--- config.mk ---
export PLATFORM = sky130hd
export DESIGN_NAME = dec_top
export DESIGN_NICKNAME = d
export VERILOG_FILES = /design/src/rtl/dec_param_pkg.sv /design/src/rtl/dec_types_pkg.sv /design/src/rtl/dec_buf_if.sv /design/src/rtl/dec_source.sv /design/src/rtl/dec_pingpong_buf.sv /design/src/rtl/dec_hard_engine.sv /design/src/rtl/dec_sink.sv /design/src/rtl/dec_top.sv
export SDC_FILE = /design/constraint.sdc
export NUM_CORES = 2
export LEC_CHECK = 0
export CAP_MARGIN = 20
export CORE_ASPECT_RATIO = 1.1
export CORE_UTILIZATION = 55
export CTS_BUF_LIST = sky130_fd_sc_hd__clkbuf_8
export DETAILED_ROUTE_END_ITERATION = 16
export DONT_BUFFER_PORTS = 1
export PLACE_DENSITY_LB_ADDON = 0.15
export SYNTH_ARGS = -nofsm -noshare
export SYNTH_HDL_FRONTEND = slang
export SYNTH_SLANG_ARGS = --single-unit
--- constraint.sdc ---
create_clock -name iclk -period 4.2 [get_ports iclk]
set_input_delay 0.42 -clock iclk [delete_from_list [all_inputs] [get_ports iclk]]
set_output_delay 0.42 -clock iclk [all_outputs]
set_load 0.03 [all_outputs]
--- src/rtl/dec_param_pkg.sv ---
// decoder numeric parameters
`default_nettype none

package dec_param_pkg;

  // --------------------
  // defaults, overridden from the top level
  localparam int llr_w_def = 5;   // systematic llr width
  localparam int tag_w_def = 8;   // user tag width
  localparam int n_max_def = 64;  // max duobits per block

  localparam int err_w = 16;      // erasure counter width

  // ceiling log2, never below one bit
  function automatic int addr_w_of(input int n);
    int w;
    w = 1;
    while ((1 << w) < n) begin
      w++;
    end
    return w;
  endfunction

endpackage

`default_nettype wire

--- src/rtl/dec_types_pkg.sv ---
// decoder payload and descriptor types
`default_nettype none

package dec_types_pkg;

  import dec_param_pkg::*;

  // address width at the default block size
  localparam int addr_w_def = addr_w_of(n_max_def);

  typedef logic signed [llr_w_def-1:0] llr_t;

  // one received duobit, input buffer payload
  typedef struct packed {
    llr_t a;  // first systematic bit
    llr_t b;  // second systematic bit
  } llr_pair_t;

  typedef logic [1:0] dbit_t;  // one decided duobit

  // per-bank block descriptor
  typedef struct packed {
    logic [addr_w_def:0]  n;    // block length, up to n_max inclusive
    logic [tag_w_def-1:0] tag;
    logic [err_w-1:0]     err;  // erased duobits
  } blk_desc_t;

endpackage

`default_nettype wire

--- src/rtl/dec_buf_if.sv ---
// ping-pong buffer write and read interfaces
`default_nettype none

// --------------------
// write side, one bank filled per block
interface buf_wr_if #(
  parameter type dat_t  = logic,
  parameter type desc_t = logic,
  parameter int  addr_w = dec_param_pkg::addr_w_of(dec_param_pkg::n_max_def)
);
  logic              write;     // strobe
  logic [addr_w-1:0] addr;
  dat_t              dat;
  logic              done;      // closes the write bank
  desc_t             desc;      // valid with done
  logic              full_any;  // no free bank left

  modport producer (output write, addr, dat, done, desc, input full_any);
  modport buffer   (input write, addr, dat, done, desc, output full_any);
endinterface

// --------------------
// read side, one full bank drained per block
interface buf_rd_if #(
  parameter type dat_t  = logic,
  parameter type desc_t = logic,
  parameter int  addr_w = dec_param_pkg::addr_w_of(dec_param_pkg::n_max_def)
);
  logic              ready;         // read bank holds a block
  logic [addr_w-1:0] addr;
  dat_t              dat;           // one cycle after addr
  desc_t             desc;          // stable while ready
  logic              release_bank;  // frees the read bank

  modport consumer (input ready, dat, desc, output addr, release_bank);
  modport buffer   (output ready, dat, desc, input addr, release_bank);
endinterface

`default_nettype wire

--- src/rtl/dec_source.sv ---
// input block framer
`default_nettype none

module dec_source #(
  parameter int n_max = dec_param_pkg::n_max_def
) (
  input  logic                                      iclk,
  input  logic                                      rst,
  input  logic                                      src_sop,
  input  logic                                      src_eop,
  input  logic                                      src_val,
  input  dec_types_pkg::llr_t                       src_llr_a,
  input  dec_types_pkg::llr_t                       src_llr_b,
  input  logic [dec_param_pkg::addr_w_of(n_max):0]  src_n,
  input  logic [dec_param_pkg::tag_w_def-1:0]       src_tag,
  output logic                                      busy,
  output logic                                      rdy,
  buf_wr_if.producer                                wr
);
  import dec_param_pkg::*;
  import dec_types_pkg::*;

  localparam int addr_w = addr_w_of(n_max);

  logic                 open;     // sop seen, eop pending
  logic [addr_w-1:0]    waddr;    // next entry
  logic [addr_w:0]      n_q;
  logic [tag_w_def-1:0] tag_q;
  blk_desc_t            desc_c;
  llr_pair_t            pair_c;

  // --------------------
  // handshake levels
  assign rdy  = !wr.full_any && !open;
  assign busy = !rdy;

  // sop beat bypasses the captured fields
  always_comb begin
    desc_c.n   = src_sop ? src_n : n_q;
    desc_c.tag = src_sop ? src_tag : tag_q;
    desc_c.err = '0;  // filled in by the engine
    pair_c.a   = src_llr_a;
    pair_c.b   = src_llr_b;
  end

  assign wr.write = src_val;
  assign wr.addr  = src_sop ? '0 : waddr;  // restart on every sop
  assign wr.dat   = pair_c;
  assign wr.done  = src_val && src_eop;    // close bank on last beat
  assign wr.desc  = desc_c;

  // --------------------
  // framing state
  always_ff @(posedge iclk) begin
    if (rst) begin
      open  <= 1'b0;
      waddr <= '0;
    end else if (src_val) begin
      waddr <= wr.addr + 1'b1;
      if (src_eop) begin
        open <= 1'b0;
      end else if (src_sop) begin
        open <= 1'b1;
      end
    end
  end

  // block fields, held for the rest of the block
  always_ff @(posedge iclk) begin
    if (src_sop && src_val) begin
      n_q   <= src_n;
      tag_q <= src_tag;
    end
  end

  // upstream must wait for rdy before opening a block
  a_sop_not_busy : assert property (@(posedge iclk) disable iff (rst)
    (src_sop && src_val) |-> !busy);

endmodule

`default_nettype wire

--- src/rtl/dec_pingpong_buf.sv ---
// two-bank block buffer
`default_nettype none

module dec_pingpong_buf #(
  parameter type dat_t  = logic,
  parameter type desc_t = logic,
  parameter int  n_max  = dec_param_pkg::n_max_def
) (
  input  logic      iclk,
  input  logic      rst,
  buf_wr_if.buffer  wr,
  buf_rd_if.buffer  rd
);
  import dec_param_pkg::*;

  localparam int addr_w = addr_w_of(n_max);

  dat_t       mem    [0:1][0:n_max-1];
  desc_t      desc_q [0:1];   // descriptor per bank
  logic [1:0] full;           // bank holds a closed block
  logic       wbank;          // bank being filled
  logic       rbank;          // bank being drained
  logic [addr_w-1:0] raddr;

  // --------------------
  // status
  assign wr.full_any = full[wbank];  // write bank not free yet
  assign rd.ready    = full[rbank];
  assign rd.desc     = desc_q[rbank];
  assign raddr       = rd.addr;

  // bank pointers and full flags
  always_ff @(posedge iclk) begin
    if (rst) begin
      full  <= 2'b00;
      wbank <= 1'b0;
      rbank <= 1'b0;
    end else begin
      // done and release never hit the same bank
      if (wr.done) begin
        full[wbank] <= 1'b1;
        wbank       <= ~wbank;
      end
      if (rd.release_bank) begin
        full[rbank] <= 1'b0;
        rbank       <= ~rbank;
      end
    end
  end

  // --------------------
  // storage
  always_ff @(posedge iclk) begin
    if (wr.write) begin
      mem[wbank][wr.addr] <= wr.dat;
    end
    if (wr.done) begin
      desc_q[wbank] <= wr.desc;
    end
    rd.dat <= mem[rbank][raddr];  // registered read
  end

  // producer must respect full_any across the interface
  a_no_write_full : assert property (@(posedge iclk) disable iff (rst)
    (wr.write || wr.done) |-> !wr.full_any);

  // consumer frees only a bank it was offered
  a_no_release_empty : assert property (@(posedge iclk) disable iff (rst)
    rd.release_bank |-> rd.ready);

endmodule

`default_nettype wire

--- src/rtl/dec_hard_engine.sv ---
// hard decision engine
`default_nettype none

module dec_hard_engine #(
  parameter int n_max = dec_param_pkg::n_max_def
) (
  input  logic       iclk,
  input  logic       rst,
  buf_rd_if.consumer rd,
  buf_wr_if.producer wr
);
  import dec_param_pkg::*;
  import dec_types_pkg::*;

  localparam int addr_w = addr_w_of(n_max);

  logic              active;     // block in progress
  logic              issuing;    // read addresses going out
  logic              start;
  logic [addr_w-1:0] raddr;
  logic [addr_w:0]   n_last;
  logic              last_addr;
  logic              wr_val;     // read data valid this cycle
  logic [addr_w-1:0] wr_addr;
  logic              last_d;
  logic              done_q;
  logic [err_w-1:0]  err_cnt;
  llr_pair_t         pair;
  dbit_t             dec;
  logic              erased;
  blk_desc_t         desc_in;
  blk_desc_t         desc_out;

  // --------------------
  // read side
  assign desc_in   = rd.desc;
  assign n_last    = desc_in.n - 1'b1;
  assign last_addr = (raddr == n_last[addr_w-1:0]);
  assign start     = !active && rd.ready && !wr.full_any;
  assign rd.addr   = raddr;

  always_ff @(posedge iclk) begin
    if (rst) begin
      active  <= 1'b0;
      issuing <= 1'b0;
      raddr   <= '0;
      wr_val  <= 1'b0;
      last_d  <= 1'b0;
      done_q  <= 1'b0;
    end else begin
      if (start) begin
        active  <= 1'b1;
        issuing <= 1'b1;
        raddr   <= '0;
      end else if (issuing) begin
        if (last_addr) begin
          issuing <= 1'b0;
        end else begin
          raddr <= raddr + 1'b1;
        end
      end
      wr_val <= issuing;                // data back one cycle later
      last_d <= issuing && last_addr;
      done_q <= last_d;                 // two cycles after last addr
      if (done_q) begin
        active <= 1'b0;
      end
    end
  end

  // --------------------
  // decision and erasure count
  assign pair   = rd.dat;
  assign dec[0] = pair.a[llr_w_def-1];  // negative llr -> 1
  assign dec[1] = pair.b[llr_w_def-1];
  assign erased = (pair.a == '0) || (pair.b == '0);

  always_ff @(posedge iclk) begin
    wr_addr <= raddr;
    if (start) begin
      err_cnt <= '0;
    end else if (wr_val && erased) begin
      err_cnt <= err_cnt + 1'b1;
    end
  end

  always_comb begin
    desc_out.n   = desc_in.n;    // same block
    desc_out.tag = desc_in.tag;
    desc_out.err = err_cnt;
  end

  assign wr.write        = wr_val;
  assign wr.addr         = wr_addr;
  assign wr.dat          = dec;
  assign wr.done         = done_q;
  assign wr.desc         = desc_out;
  assign rd.release_bank = done_q;   // input bank freed with output close

endmodule

`default_nettype wire

--- src/rtl/dec_sink.sv ---
// output block streamer
`default_nettype none

module dec_sink #(
  parameter int n_max = dec_param_pkg::n_max_def
) (
  input  logic                                iclk,
  input  logic                                rst,
  input  logic                                snk_req,
  output logic                                snk_full,
  output logic                                snk_sop,
  output logic                                snk_eop,
  output logic                                snk_val,
  output dec_types_pkg::dbit_t                snk_dat,
  output logic [dec_param_pkg::tag_w_def-1:0] snk_tag,
  output logic [dec_param_pkg::err_w-1:0]     snk_err,
  buf_rd_if.consumer                          rd
);
  import dec_param_pkg::*;
  import dec_types_pkg::*;

  localparam int addr_w = addr_w_of(n_max);

  logic [addr_w-1:0] raddr;
  logic [addr_w:0]   n_last;
  logic              last_addr;
  logic              issue;   // one read this cycle
  logic              hold;    // last read out, waiting for release
  logic              rel_q;
  blk_desc_t         desc;

  // --------------------
  // read requests
  assign desc      = rd.desc;
  assign n_last    = desc.n - 1'b1;
  assign last_addr = (raddr == n_last[addr_w-1:0]);
  assign issue     = snk_req && rd.ready && !hold;  // req low holds address
  assign rd.addr   = raddr;

  always_ff @(posedge iclk) begin
    if (rst) begin
      raddr   <= '0;
      hold    <= 1'b0;
      rel_q   <= 1'b0;
      snk_val <= 1'b0;
      snk_sop <= 1'b0;
      snk_eop <= 1'b0;
    end else begin
      if (issue) begin
        raddr <= last_addr ? '0 : raddr + 1'b1;
      end
      if (issue && last_addr) begin
        hold <= 1'b1;
      end else if (rel_q) begin
        hold <= 1'b0;
      end
      // framing lags the address by one, like the data
      snk_val <= issue;
      snk_sop <= issue && (raddr == '0);
      snk_eop <= issue && last_addr;
      rel_q   <= snk_val && snk_eop;  // cycle after eop beat
    end
  end

  // --------------------
  // outputs
  assign snk_full        = rd.ready;
  assign snk_dat         = rd.dat;
  assign snk_tag         = desc.tag;
  assign snk_err         = desc.err;
  assign rd.release_bank = rel_q;

  // every beat comes from a bank that is still held
  a_val_in_block : assert property (@(posedge iclk) disable iff (rst)
    snk_val |-> rd.ready);

endmodule

`default_nettype wire

--- src/rtl/dec_top.sv ---
// duobinary decoder data path top
`default_nettype none

module dec_top #(
  parameter int llr_w = dec_param_pkg::llr_w_def,
  parameter int tag_w = dec_param_pkg::tag_w_def,
  parameter int n_max = dec_param_pkg::n_max_def
) (
  input  logic                                     iclk,
  input  logic                                     rst,
  input  logic                                     src_sop,
  input  logic                                     src_eop,
  input  logic                                     src_val,
  input  logic signed [llr_w-1:0]                  src_llr_a,
  input  logic signed [llr_w-1:0]                  src_llr_b,
  input  logic [dec_param_pkg::addr_w_of(n_max):0] src_n,
  input  logic [tag_w-1:0]                         src_tag,
  output logic                                     busy,
  output logic                                     rdy,
  input  logic                                     snk_req,
  output logic                                     snk_full,
  output logic                                     snk_sop,
  output logic                                     snk_eop,
  output logic                                     snk_val,
  output logic [1:0]                               snk_dat,
  output logic [tag_w-1:0]                         snk_tag,
  output logic [dec_param_pkg::err_w-1:0]          snk_err
);
  import dec_param_pkg::*;
  import dec_types_pkg::*;

  localparam int addr_w = addr_w_of(n_max);

  // --------------------
  // buffer links
  buf_wr_if #(.dat_t(llr_pair_t), .desc_t(blk_desc_t), .addr_w(addr_w)) ib_wr ();
  buf_rd_if #(.dat_t(llr_pair_t), .desc_t(blk_desc_t), .addr_w(addr_w)) ib_rd ();
  buf_wr_if #(.dat_t(dbit_t),     .desc_t(blk_desc_t), .addr_w(addr_w)) ob_wr ();
  buf_rd_if #(.dat_t(dbit_t),     .desc_t(blk_desc_t), .addr_w(addr_w)) ob_rd ();

  dec_source #(.n_max(n_max)) i_source (
    .iclk      (iclk),
    .rst       (rst),
    .src_sop   (src_sop),
    .src_eop   (src_eop),
    .src_val   (src_val),
    .src_llr_a (src_llr_a),
    .src_llr_b (src_llr_b),
    .src_n     (src_n),
    .src_tag   (src_tag),
    .busy      (busy),
    .rdy       (rdy),
    .wr        (ib_wr)
  );

  // llr pairs in
  dec_pingpong_buf #(.dat_t(llr_pair_t), .desc_t(blk_desc_t), .n_max(n_max)) ibuf (
    .iclk (iclk),
    .rst  (rst),
    .wr   (ib_wr),
    .rd   (ib_rd)
  );

  dec_hard_engine #(.n_max(n_max)) i_engine (
    .iclk (iclk),
    .rst  (rst),
    .rd   (ib_rd),
    .wr   (ob_wr)
  );

  // decided duobits out
  dec_pingpong_buf #(.dat_t(dbit_t), .desc_t(blk_desc_t), .n_max(n_max)) obuf (
    .iclk (iclk),
    .rst  (rst),
    .wr   (ob_wr),
    .rd   (ob_rd)
  );

  dec_sink #(.n_max(n_max)) i_sink (
    .iclk     (iclk),
    .rst      (rst),
    .snk_req  (snk_req),
    .snk_full (snk_full),
    .snk_sop  (snk_sop),
    .snk_eop  (snk_eop),
    .snk_val  (snk_val),
    .snk_dat  (snk_dat),
    .snk_tag  (snk_tag),
    .snk_err  (snk_err),
    .rd       (ob_rd)
  );

endmodule

`default_nettype wire

==> metrics.md <==
| Metric | Value |
|---|---|
| Run status | finished clean |
| Yosys reg bits | 1711 |
| Asr flop ratio synth | 0 |
| Post-route ant nets | 0 |
| Critical Path Sink Type | register |
| Slew HR | 0.251 |
| Startpoint Class | register |
| CTS Root Cell | clkbuf_8 |
| Number of flops mapped to enable cells by yosys | 1638 |
| Port Buffers | 0 |
| Worst-margin pin slew | 1.12 ns |
| Crit path kind | reg2reg |
| Vias after detailed routing | 32000 |
| Hold WC Path Type | in2reg |
| WL/cell | 27.7 um |
| CP top delay family | compound AO/OA/AOI/OAI gates |
| Cell with the largest stage delay on the worst path | dfxtp_4 |
| Worst r2r path cells | 7 |
| Num CTS Buffers | 284 |
| Crit-path max cell delay | 0.78 ns |
| Commonest cells in the netlist | 1638 x edfxtp_1, 454 x mux4_2, 309 x nor2_1 |
| Post-CTS Setup Inserts | 0 |
| CP most frequent cell | buf_12 |
| Vias in the first global route | 34100 |
| Fmax | 289 MHz |
| Drt drc | 0 |
| Clock sinks | 1711 |
| Die area | 123000 sq um |
| Clock latency on the worst-skew pair | 0.98 ns |
| Post-synth top area cell | edfxtp_1 |
| GRT Residual Overflow | 0 |
| Synth Net Count | 3240 |
| Bufs on Longest Clock Path | 4 |
| Share of cells above drive strength 1 | 0.272 |
| Top FF cell, synth | edfxtp_1 |
| Crit path cell chain | buf_12, buf_12, mux4_2, mux2i_1, o22ai_1, a2111oi_2, a21oi_1 |
| Routability congestion estimate | 0.849 |
| Reg2Reg Setup Slack | 0.74 ns |
| Initial Utilization | 0.557 |
| Arrival @ worst endpoint | 4.26 ns |
| Clk_skew | 0.0523 ns |
| Initial antenna violation count | 1 |
| Final HPWL DP | 86600 um |
| Worst hold path cell count | 2 |
| Pwr Density | 446 nW/um^2 |
| Sequential area share after synthesis | 0.758 |
| P_leak | 23.0 nW |
| CP Max Fanout | 37 |
| Final core utilization | 0.622 |
| First-pass GRT wire length | 217000 um |
| Post-CTS Resized | 0 |
| RSZ-0062 raised after global routing | no |
| Core ar. | 120000 sq um |
| Hold Startpoint | src_sop |
| Max VDD drop | 0.000518 V |
| Number of max-cap violations | 0 |
| Post-synthesis instance total | 3202 |
| Worst r2r src | i_engine.rd.addr[0] |
| Bufs and invs on worst path | 2 |
| Width of the die | 334 um |
| Netlist cell types | 63 |
| Vias per cell | 6.08 |
| Ports | 63 |
| Site row count | 133 |
| R2R Path End | ibuf.rd.dat[7] |
| Area growth syn-to-layout | 11.7% |
| Yosys warning total | 0 |
| Avg Synthesized Cell Area | 20.9 sq um |
| Hold EP | ibuf.mem[1][231] |
| Final setup vio count | 0 |
| Drt pass-1 iters | 6 |
| Fin nets | 3499 |
| Hold Vio Cnt, Final | 0 |
| CTS tree | yes |
| Clk slew on worst S/H paths | 0.07 ns |
| Post-Route WL | 146000 um |
| Initial DRC Count | 2974 |
| Synth area leaders | edfxtp_1 74%, mux4_2 15%, dfxtp_1 2.2% |
| Post-synthesis cell area | 66800 sq um |
| Worst endpoint required time | 5.00 ns |
| Fin crit period | 3.46 ns |
| Die height | 368 um |
| Slew Limit Fails | 0 |
| Fin crit share | 0.824 |
| Maximum number of pins on one net before global-route repair | 130 |
| TNS Setup | 0 ns |
| Total GRT Usage | 0.242 |
| Total Power | 33.3 mW |
| H-tree levels | 5 |
| Synth top area share | 0.736 |
| Most common cell in the netlist | edfxtp_1 |
[per-stage QoR]
stage / setup WS (ns) / hold WS, ns / instances / instance area (sq um)
2_1_floorplan: 1.09 / 0.329 / 3202 / 66800
3_3_place_gp: 0.840 / 0.434 / 4739 / 69000
3_5_place_dp: 0.842 / 0.440 / 4742 / 69000
4_1_cts: 0.810 / 0.0151 / 5252 / 74500
5_1_grt: 0.781 / 0.0125 / 5264 / 74700
6_report: 0.740 / 0.0612 / 5265 / 74700
[routing by layer]
metal / global-route usage / vias up / wire (um)
met1: 0.310 / 16800 / 55100
li1: - / 13700 / -
met3: 0.0448 / 287 / 9480
met5: 0 / - / 0
met2: 0.413 / 1179 / 76300
met4: 0.0946 / 0 / 4950
[power by group]
part | internal (mW) | switching (mW)
sequential | 18.8 | 0.110
clock | 6.78 | 6.16
combinational | 0.541 | 0.888
total | 26.2 | 7.16
[cells by family (layout without fill, tap and decap cells)]
group / after synthesis / count (layout) / synth area share
fa+ha+maj: 7 / 7 / 0.00131
other cells: 0 / 3 / 0
flops: 1711 / 1711 / 0.758
compound gates: 156 / 156 / 0.0168
xor+xnor: 27 / 27 / 0.00375
buf+inv: 198 / 638 / 0.0134
simple gates: 533 / 533 / 0.0353
mux: 570 / 570 / 0.171
[how the worst max path moves through the flow]
stage | depth (start not counted) | slack (ns) | from | to
after floorplan | 13 | 1.09 | register | i_engine.rd.addr[2]
after global placement | 7 | 0.84 | register | ibuf.rd.dat[3]
after detailed placement | 7 | 0.84 | register | ibuf.rd.dat[3]
after CTS | 7 | 0.81 | i_engine.rd.addr[0] | ibuf.rd.dat[7]
after global routing | 6 | 0.78 | register | ibuf.rd.dat[5]
final | 7 | 0.74 | i_engine.rd.addr[0] | ibuf.rd.dat[7]
[cells in the final DEF (no fill, tap or decap), types with 15 or more instances in the layout]
cell           count
buf_12            17
inv_1            106
dfxtp_1           64
nor3_1            21
clkinv_2          19
nand3_1           46
mux4_2           454
nor2_1           309
nand2_1           63
xnor2_1           15
a21oi_1           45
edfxtp_1        1638
o21ai_0           15
dlygate4sd3_1     32
o22ai_1           18
clkinv_1          52
nor2b_1           19
buf_4             89
mux2i_1           65
clkbuf_8         297
mux2_2            51
[flip-flops by register name, summed over array words and instances, names as in the netlist, 8 cells and up, named ones only]
signal            cells
ibuf.desc_q          28
i_source.tag_q        8
ibuf.mem           1280
ibuf.rd.dat          10
i_engine.err_cnt     16
obuf.desc_q          60
obuf.mem            256
[area by class of cell]
| class | instances | area [sq um] |
|---|---|---|
| flip-flops and latches | 1711 | 50700 |
| fillers | 8275 | 45300 |
| multi-input cells | 1293 | 15300 |
| clock buffers | 297 | 4090 |
| well taps | 1620 | 2030 |
| repair buffers | 153 | 1700 |
| clock inverters | 170 | 813 |
| inverters | 18 | 67.6 |
| diodes | 3 | 7.51 |
[worst reg2reg max path: stages, from the launching register on]
cell       delay (ns)
dfxtp_4          0.78
buf_12           0.35
buf_12           0.31
mux4_2           0.38
mux2i_1          0.39
o22ai_1          0.25
a2111oi_2        0.75
a21oi_1          0.09
[repair_timing]
| action | in CTS | in global routing |
|---|---|---|
| endpoints found under the hold margin | 1368 | 4 |
| endpoints found under the setup margin | 0 | 0 |
| hold buffers | 43 | 1 |
Note: power is estimated with default switching activity, not from simulation.
